===== config.mk =====
export PLATFORM = sky130hd
export DESIGN_NAME = wts_sound_core
export DESIGN_NICKNAME = d
export VERILOG_FILES = /design/src/design/wts_bus_pkg.sv /design/src/design/wts_voice_pkg.sv /design/src/design/wts_channel_volume.sv /design/src/design/wts_sound_core.sv /design/src/design/wts_stereo_mixer.sv /design/src/design/wts_tone_generator.sv /design/src/design/wts_wave_ram.sv /design/src/design/wts_wave_ram_arbiter.sv
export VERILOG_INCLUDE_DIRS = /design/src /design/src/design
export SDC_FILE = /design/constraint.sdc
export NUM_CORES = 2
export LEC_CHECK = 0
export ABC_AREA = 0
export BUFFER_PORTS_ARGS = -buffer_cell sky130_fd_sc_hd__buf_2
export CAP_MARGIN = 20
export CORE_MARGIN = 2
export CORE_UTILIZATION = 54
export DETAILED_ROUTE_END_ITERATION = 6
export PLACE_DENSITY = 0.7
export SKIP_LAST_GASP = 1
export SYNTH_ARGS = -nofsm -noshare
export SYNTH_HDL_FRONTEND = slang
export SYNTH_SLANG_ARGS = --single-unit
export TNS_END_PERCENT = 5

===== constraint.sdc =====
create_clock -name clk -period 15.83 [get_ports clk]
set_clock_uncertainty 0.15 [all_clocks]
set_input_delay 0 -clock clk [delete_from_list [all_inputs] [get_ports clk]]
set_output_delay 0 -clock clk [all_outputs]
set_load 0.02 [all_outputs]

===== src/design/wts_defs.svh =====
// Shared size constants for the wave-table sound core, included by the packages and sized RTL
`ifndef WTS_DEFS_SVH
`define WTS_DEFS_SVH

// Voices and the slot frame
`define WTS_VOICES      5
`define WTS_CPU_SLOT    5
`define WTS_SLOT_BITS   3

// Wave RAM geometry, voice number above a 32-sample index
`define WTS_WAVE_BITS   5
`define WTS_RAM_ABITS   8
`define WTS_SAMPLE_BITS 8

// Voice register and output widths
`define WTS_FREQ_BITS   12
`define WTS_VOL_BITS    4
`define WTS_OUT_BITS    12

`endif


===== src/design/wts_bus_pkg.sv =====
// CPU-side types for the sound core: Wishbone request and response and the wave RAM port
`default_nettype none

`include "wts_defs.svh"

package wts_bus_pkg;

	// Master to slave, held by the master until ack
	typedef struct packed {
		logic                          cyc;
		logic                          stb;
		logic                          we;
		logic [`WTS_RAM_ABITS-1:0]     adr;
		logic [`WTS_SAMPLE_BITS-1:0]   dat;
	} wb_req_t;

	// Slave to master, dat is only meaningful while ack is high
	typedef struct packed {
		logic                          ack;
		logic [`WTS_SAMPLE_BITS-1:0]   dat;
	} wb_rsp_t;

	// One RAM access per cycle, chosen by the arbiter
	typedef struct packed {
		logic                          we;
		logic [`WTS_RAM_ABITS-1:0]     addr;
		logic [`WTS_SAMPLE_BITS-1:0]   wdata;
	} ram_port_t;

endpackage

`default_nettype wire


===== src/design/wts_voice_pkg.sv =====
// Audio-side types for the sound core: samples, voice registers and the mixer feed
`default_nettype none

`include "wts_defs.svh"

package wts_voice_pkg;

	typedef logic signed [`WTS_SAMPLE_BITS-1:0] sample_t;

	// Enable bit 1 routes to left and bit 0 routes to right
	typedef struct packed {
		logic [`WTS_VOL_BITS-1:0]      volume;
		logic [1:0]                    enable;
		logic [`WTS_FREQ_BITS-1:0]     frequency_count;
	} voice_reg_t;

	typedef voice_reg_t [`WTS_VOICES-1:0] voice_regs_t;

	// Scaled contributions of one slot, plus the frame marker
	typedef struct packed {
		logic                          valid;
		logic                          frame_end;
		sample_t                       left;
		sample_t                       right;
	} mix_t;

endpackage

`default_nettype wire


===== src/design/wts_channel_volume.sv =====
// Volume and panning stage; scales the sample read for the previous slot and routes it per side
`default_nettype none

`include "wts_defs.svh"

module wts_channel_volume (
	input  logic                         clk,
	input  logic                         nreset,
	input  logic [2:0]                   slot,
	input  wts_voice_pkg::voice_regs_t   voice_regs,
	input  wts_voice_pkg::sample_t       ram_q,
	output wts_voice_pkg::mix_t          mix
);

	import wts_voice_pkg::*;

	localparam logic [`WTS_SLOT_BITS-1:0] CPU_SLOT = `WTS_CPU_SLOT;

	logic [`WTS_SLOT_BITS-1:0]                      ff_slot_d;
	logic                                           w_active;
	voice_reg_t                                     w_voice;
	logic signed [`WTS_SAMPLE_BITS+`WTS_VOL_BITS:0] w_product;
	sample_t                                        w_contrib;

	// RAM data lags its address by one cycle
	always_ff @(posedge clk) begin
		if (!nreset) begin
			ff_slot_d <= CPU_SLOT;
		end else begin
			ff_slot_d <= slot;
		end
	end

	assign w_active = (int'(ff_slot_d) < `WTS_VOICES);

	always_comb begin
		w_voice = '0;
		if (w_active) begin
			w_voice = voice_regs[ff_slot_d];
		end
	end

	// Volume is unsigned, so it gets a zero sign bit before the signed multiply
	assign w_product = ram_q * $signed({1'b0, w_voice.volume});

	// Dropping the low four bits is a floor divide by 16
	assign w_contrib = w_product[`WTS_VOL_BITS +: `WTS_SAMPLE_BITS];

	always_comb begin
		mix.valid     = w_active;
		mix.frame_end = (ff_slot_d == CPU_SLOT);
		mix.left      = w_voice.enable[1] ? w_contrib : '0;
		mix.right     = w_voice.enable[0] ? w_contrib : '0;
	end

endmodule

`default_nettype wire


===== src/design/wts_sound_core.sv =====
// Top of the five-voice wave-table sound core; connect a Wishbone master and the voice registers
`default_nettype none

module wts_sound_core (
	input  logic                         clk,
	input  logic                         nreset,
	input  wts_bus_pkg::wb_req_t         wb_req,
	output wts_bus_pkg::wb_rsp_t         wb_rsp,
	input  wts_voice_pkg::voice_regs_t   voice_regs,
	input  logic [4:0]                   key_on,
	output logic [11:0]                  left_out,
	output logic [11:0]                  right_out
);

	import wts_bus_pkg::*;
	import wts_voice_pkg::*;

	logic [2:0]  w_slot;
	logic [4:0]  w_wave_address;
	ram_port_t   w_ram_port;
	sample_t     w_ram_q;
	mix_t        w_mix;

	wts_wave_ram_arbiter u_wave_ram_arbiter (
		.clk            ( clk             ),
		.nreset         ( nreset          ),
		.wb_req         ( wb_req          ),
		.wb_rsp         ( wb_rsp          ),
		.wave_address   ( w_wave_address  ),
		.ram_q          ( w_ram_q         ),
		.slot           ( w_slot          ),
		.ram_port       ( w_ram_port      )
	);

	wts_wave_ram u_wave_ram (
		.clk            ( clk             ),
		.ram_port       ( w_ram_port      ),
		.ram_q          ( w_ram_q         )
	);

	wts_tone_generator u_tone_generator (
		.clk            ( clk             ),
		.nreset         ( nreset          ),
		.slot           ( w_slot          ),
		.key_on         ( key_on          ),
		.voice_regs     ( voice_regs      ),
		.wave_address   ( w_wave_address  )
	);

	wts_channel_volume u_channel_volume (
		.clk            ( clk             ),
		.nreset         ( nreset          ),
		.slot           ( w_slot          ),
		.voice_regs     ( voice_regs      ),
		.ram_q          ( w_ram_q         ),
		.mix            ( w_mix           )
	);

	wts_stereo_mixer u_stereo_mixer (
		.clk            ( clk             ),
		.nreset         ( nreset          ),
		.mix            ( w_mix           ),
		.left_out       ( left_out        ),
		.right_out      ( right_out       )
	);

endmodule

`default_nettype wire


===== src/design/wts_stereo_mixer.sv =====
// Frame mixer; sums the voice contributions per side and outputs offset-binary words per frame
`default_nettype none

`include "wts_defs.svh"

module wts_stereo_mixer (
	input  logic                         clk,
	input  logic                         nreset,
	input  wts_voice_pkg::mix_t          mix,
	output logic [11:0]                  left_out,
	output logic [11:0]                  right_out
);

	localparam int                      EXT_BITS = `WTS_OUT_BITS - `WTS_SAMPLE_BITS;
	localparam logic [`WTS_OUT_BITS-1:0] MIDSCALE = 1 << (`WTS_OUT_BITS - 1);

	logic [`WTS_OUT_BITS-1:0]  w_left_ext;
	logic [`WTS_OUT_BITS-1:0]  w_right_ext;
	logic [`WTS_OUT_BITS-1:0]  ff_left_acc;
	logic [`WTS_OUT_BITS-1:0]  ff_right_acc;
	logic [`WTS_OUT_BITS-1:0]  ff_left_out;
	logic [`WTS_OUT_BITS-1:0]  ff_right_out;

	assign w_left_ext  = {{EXT_BITS{mix.left[`WTS_SAMPLE_BITS-1]}}, mix.left};
	assign w_right_ext = {{EXT_BITS{mix.right[`WTS_SAMPLE_BITS-1]}}, mix.right};

	// Two's complement sums; flipping the top bit turns them into offset binary
	always_ff @(posedge clk) begin
		if (!nreset) begin
			ff_left_acc  <= '0;
			ff_right_acc <= '0;
			ff_left_out  <= MIDSCALE;
			ff_right_out <= MIDSCALE;
		end else if (mix.frame_end) begin
			ff_left_acc  <= '0;
			ff_right_acc <= '0;
			ff_left_out  <= ff_left_acc ^ MIDSCALE;
			ff_right_out <= ff_right_acc ^ MIDSCALE;
		end else if (mix.valid) begin
			ff_left_acc  <= ff_left_acc + w_left_ext;
			ff_right_acc <= ff_right_acc + w_right_ext;
		end
	end

	assign left_out  = ff_left_out;
	assign right_out = ff_right_out;

endmodule

`default_nettype wire


===== src/design/wts_tone_generator.sv =====
// Per-voice pitch counters that step each voice through its 32-sample wave; key-on restarts it
`default_nettype none

`include "wts_defs.svh"

module wts_tone_generator (
	input  logic                         clk,
	input  logic                         nreset,
	input  logic [2:0]                   slot,
	input  logic [4:0]                   key_on,
	input  wts_voice_pkg::voice_regs_t   voice_regs,
	output logic [4:0]                   wave_address
);

	logic [`WTS_FREQ_BITS-1:0]  ff_count    [`WTS_VOICES];
	logic [`WTS_WAVE_BITS-1:0]  ff_address  [`WTS_VOICES];
	logic                       ff_key_pend [`WTS_VOICES];

	// Address of the voice that owns the current slot
	always_comb begin
		wave_address = '0;
		if (int'(slot) < `WTS_VOICES) begin
			wave_address = ff_address[slot];
		end
	end

	// Each voice only moves in its own slot, so one step per frame
	always_ff @(posedge clk) begin
		if (!nreset) begin
			for (int v = 0; v < `WTS_VOICES; v++) begin
				ff_count[v]    <= '0;
				ff_address[v]  <= '0;
				ff_key_pend[v] <= 1'b0;
			end
		end else begin
			for (int v = 0; v < `WTS_VOICES; v++) begin
				if (int'(slot) == v) begin
					ff_key_pend[v] <= 1'b0;
					if (key_on[v] || ff_key_pend[v]) begin
						ff_count[v]   <= '0;
						ff_address[v] <= '0;
					end else if (ff_count[v] == '0) begin
						ff_count[v]   <= voice_regs[v].frequency_count;
						ff_address[v] <= ff_address[v] + 1'b1;
					end else begin
						ff_count[v]   <= ff_count[v] - 1'b1;
					end
				end else if (key_on[v]) begin
					// Hold a short pulse until the voice's slot comes round
					ff_key_pend[v] <= 1'b1;
				end
			end
		end
	end

endmodule

`default_nettype wire


===== src/design/wts_wave_ram.sv =====
// Wave sample storage, 256 bytes, one synchronous access per cycle with registered read data
`default_nettype none

`include "wts_defs.svh"

module wts_wave_ram (
	input  logic                         clk,
	input  wts_bus_pkg::ram_port_t       ram_port,
	output wts_voice_pkg::sample_t       ram_q
);

	import wts_voice_pkg::*;

	logic [`WTS_SAMPLE_BITS-1:0]  mem [2**`WTS_RAM_ABITS];
	sample_t                      ff_q;

	// A write returns the old byte on the read side
	always_ff @(posedge clk) begin
		if (ram_port.we) begin
			mem[ram_port.addr] <= ram_port.wdata;
		end
		ff_q <= mem[ram_port.addr];
	end

	assign ram_q = ff_q;

endmodule

`default_nettype wire


===== src/design/wts_wave_ram_arbiter.sv =====
// Slot counter and wave RAM arbiter; slots 0 to 4 play voices, slot 5 serves the Wishbone slave
`default_nettype none

`include "wts_defs.svh"

module wts_wave_ram_arbiter (
	input  logic                         clk,
	input  logic                         nreset,
	input  wts_bus_pkg::wb_req_t         wb_req,
	output wts_bus_pkg::wb_rsp_t         wb_rsp,
	input  logic [4:0]                   wave_address,
	input  wts_voice_pkg::sample_t       ram_q,
	output logic [2:0]                   slot,
	output wts_bus_pkg::ram_port_t       ram_port
);

	localparam logic [`WTS_SLOT_BITS-1:0] CPU_SLOT = `WTS_CPU_SLOT;

	logic [`WTS_SLOT_BITS-1:0]  ff_slot;
	logic                       ff_ack;
	logic                       w_cpu_slot;
	logic                       w_pending;
	logic                       w_grant;

	// ----------------------------------------
	// Slot frame
	// ----------------------------------------
	assign w_cpu_slot = (ff_slot == CPU_SLOT);

	always_ff @(posedge clk) begin
		if (!nreset) begin
			ff_slot <= '0;
		end else if (w_cpu_slot) begin
			ff_slot <= '0;
		end else begin
			ff_slot <= ff_slot + 1'b1;
		end
	end

	assign slot = ff_slot;

	// ----------------------------------------
	// Wishbone slave
	// ----------------------------------------
	// A request still waiting for its ack is served in the next CPU slot
	assign w_pending = wb_req.cyc & wb_req.stb & ~ff_ack;
	assign w_grant   = w_cpu_slot & w_pending;

	// Ack lines up with the RAM output of the granted access
	always_ff @(posedge clk) begin
		if (!nreset) begin
			ff_ack <= 1'b0;
		end else begin
			ff_ack <= w_grant;
		end
	end

	assign wb_rsp.ack = ff_ack;
	assign wb_rsp.dat = ram_q;

	// ----------------------------------------
	// RAM port multiplexer
	// ----------------------------------------
	always_comb begin
		ram_port.wdata = wb_req.dat;
		if (w_cpu_slot) begin
			ram_port.we   = w_grant & wb_req.we;
			ram_port.addr = wb_req.adr;
		end else begin
			// Playback reads the voice's own 32-byte region
			ram_port.we   = 1'b0;
			ram_port.addr = {ff_slot, wave_address};
		end
	end

endmodule

`default_nettype wire


==> reports/results.ini <==
[run_status]
status=finished, violations left
violations=DRC

[place]
io_buffers=148
hpwl_um=167000
place_area_mm2=0.0942
dpl.cell_count=8504
gp_congestion=0.963

[setup_path]
cpPeakStageDelay_ps=940
start_kind=flop
regToRegStartpoint=u_wave_ram_arbiter.slot[1]
slowest_stage=nor4_1
cp.required_ps=16400
crit_path_end_kind=flop
crit_fanout=135
path_class=flop to flop
critPathLaunch=u_wave_ram_arbiter.slot[1]
worstPathArrival_ps=8340
cpMostUsedCell=buf_4
crit_chain=inv_1 -> ha_1 -> or4b_1 -> a222oi_1 -> buf_12 -> buf_4 -> buf_4 -> nor2b_1 -> a211oi_1 -> a311oi_1 -> o21ai_0 -> nand4_1 -> nor4_1 -> nand3_1

[floorplanning]
pin_count=149
initial_utilization_pct=54.2
die_area_mm2=0.173
die_x_um=416
die_h_um=416
rows=151
core_mm2=0.169

[global_routing]
first_global_vias=56074
grt_usage_pct=31.2
grt_overflow=0
antenna_found_initial=18
grt_max_degree=142
grt_pass1_wl_um=392000

[clock_network]
cts_buffers=212
postCtsSetupRepairBufs=0
cts_max_level=4
cts_tree=yes
root_buffer=clkbuf_16
path_clk_slew_ps=70
cts.repair.resized=0
cts_sinks=2201
clk_latency_ps=890
cts.path.max_buffers=3

[timing]
tns_ps=0
slew-limit-headroom_pct=5.71
setup_violations=0
tightest_slew_ps=1410
hold_viol_final=0
hold_ws_ps=62.5
rsz0062_at_grt=no
timing.fmax_mhz=129
period_share_pct=49.1
fin_crit_ps=7780
finalMaxSlewViolations=0

[cells_and_area]
postLayoutCellArea_mm2=0.102
final_cells=9053
n_fill_cell=12414
nets=6838
final_common_cell=edfxtp_1
multi_input_area_mm2=0.0238
fin_util_pct=60.5
seq_area_mm2=0.0655
drive_gt1_share_pct=10.2
syn2layout_area_growth_pct=11.7
final_cell_mix=edfxtp_1 (2,137), nand2_1 (1,025), nor2_1 (446)

[detailed_routing]
via_per_inst=6.54
drc=3
drtIter0Drc=9845
firstDrtPassIters=7
wire_per_inst_um=30.1
ant_nets=0
drt_wl_total_um=273000
vias=59240

[yosys]
ys_seq_area_share_pct=71.5
syn_nets=6614
synth_cell_types=84
netlist_instances=6432
synth_edf_count=2137
synthArstFlopShare_pct=0
syn_area_per_cell_um2=14.2
synth_area_mm2=0.0915
synth_seq_cells=2201
yosysWarnings=0
synthFlopType=edfxtp_1

[power]
ir_worst_vdd_mv=0.106
switchingPower_mw=3.91
swShare_pct=28.6
leakage_nw=33.4
p_int_mw=9.76
power_density_mw_per_mm2=134
pwr-share-seq_pct=47.7
combPwrFrac_pct=17.3
p_clk_share_pct=35.0

[job]
cap_violations=0

[min_path]
hold_start=voice_regs[49]
hp-class=primary input to flop

-- layout make-up --
cell class / instances / share of cell area (%)
Inverter: 76 / 0.279
Sequential cell: 2201 / 64.1
Multi-Input combinational cell: 3732 / 23.3
Clock inverter: 112 / 0.825
Antenna cell: 7 / 0.0171
Tap cell: 2218 / 2.72
Timing Repair Buffer: 433 / 3.35
Clock buffer: 274 / 5.50
-- worst max-delay path: cells and delay by family (launching register included) --
kind,cells,cell delay (ps)
buffers and inverters,4,2180
AND/OR/NAND/NOR,5,2290
AO/OA/AOI/OAI,4,1380
adder cells (fa/ha/maj),1,490
flip-flops,1,930
-- path summary, 6_finish.rpt --
kind,endpoint,slack [ps],cells past startpoint
max,u_wave_ram.ram_q[5],8050,14
max reg2reg,u_wave_ram.ram_q[5],8050,14
min reg2reg,u_stereo_mixer.left_out[1],310,2
min,u_stereo_mixer.ff_left_acc[0],60,7
-- power by group through the flow --
| stage | combinational [mW] | clock (mW) | sequential, mW |
|---|---|---|---|
| 3_3_place_gp | 2.22 | 0 | 6.64 |
| 4_1_cts | 2.30 | 4.80 | 6.52 |
| 6_report | 2.36 | 4.79 | 6.53 |
| 3_5_place_dp | 2.26 | 0 | 6.65 |
| 2_1_floorplan | 1.46 | 0 | 6.61 |
| 5_1_grt | 2.49 | 5.03 | 6.53 |
-- sequential cells by signal, indices dropped and copies added, names as in the netlist --
register                      flops
u_channel_volume.ff_slot_d        3
u_stereo_mixer.ff_left_acc       12
u_stereo_mixer.ff_right_acc      12
u_stereo_mixer.left_out          12
u_stereo_mixer.right_out         12
u_tone_generator.ff_address      25
u_tone_generator.ff_count        60
u_tone_generator.ff_key_pend      5
u_wave_ram.mem                 2048
u_wave_ram.ram_q                  8
u_wave_ram_arbiter.ff_ack         1
u_wave_ram_arbiter.slot           3
-- routing by layer --
metal  vias to the layer above  wire length, um  global-route usage [%]
met5                         -              117                       0
met4                        20            16500                    16.3
met3                       724            34700                    8.14
met2                      3982           123000                    47.5
met1                     29496            98200                    41.6
li1                      25018                -                       -
-- logic make-up after synthesis --
family                     count (synthesis)  synth area share [%]
adders and majority gates                 66                  1.04
AOI/OAI and AO/OA                       1071                  8.61
xor gates and xnor gates                  80                 0.797
and+or+nand+nor                         2204                  10.7
buffers and inverters                    499                  2.60
DFF                                     2201                  71.5
muxes                                    311                  4.67
-- repair_timing --
item                                   4_1_cts  5_1_grt
setup endpoints to repair                    0        0
endpoints found under the hold margin      914        0
hold buffers                               152        0
-- synth_stat cells, types with 47 or more instances --
cell type / n / area, um^2
o21ai_0: 115 / 576
dfxtp_1: 64 / 1280
buf_4: 74 / 556
nand3_1: 192 / 961
a211oi_1: 272 / 2040
a31oi_1: 47 / 294
nor3_1: 72 / 360
mux4_2: 92 / 2070
a311oi_1: 215 / 1880
a21oi_1: 123 / 616
mux2i_1: 210 / 2100
ha_1: 49 / 613
edfxtp_1: 2137 / 64200
nor2_1: 454 / 1700
clkbuf_1: 201 / 754
inv_1: 75 / 282
buf_2: 110 / 551
nor2b_1: 230 / 1440
nand2_1: 1030 / 3870
-- per-stage QoR --
stage / setup WS [ps] / power (mW)
global route: 7810 / 14.0
CTS: 8330 / 13.6
floorplan: 9750 / 8.07
finish: 8050 / 13.7
detailed placement: 8390 / 8.90
global placement: 7900 / 8.87
No activity file was read; power rests on OpenSTA's default activity.
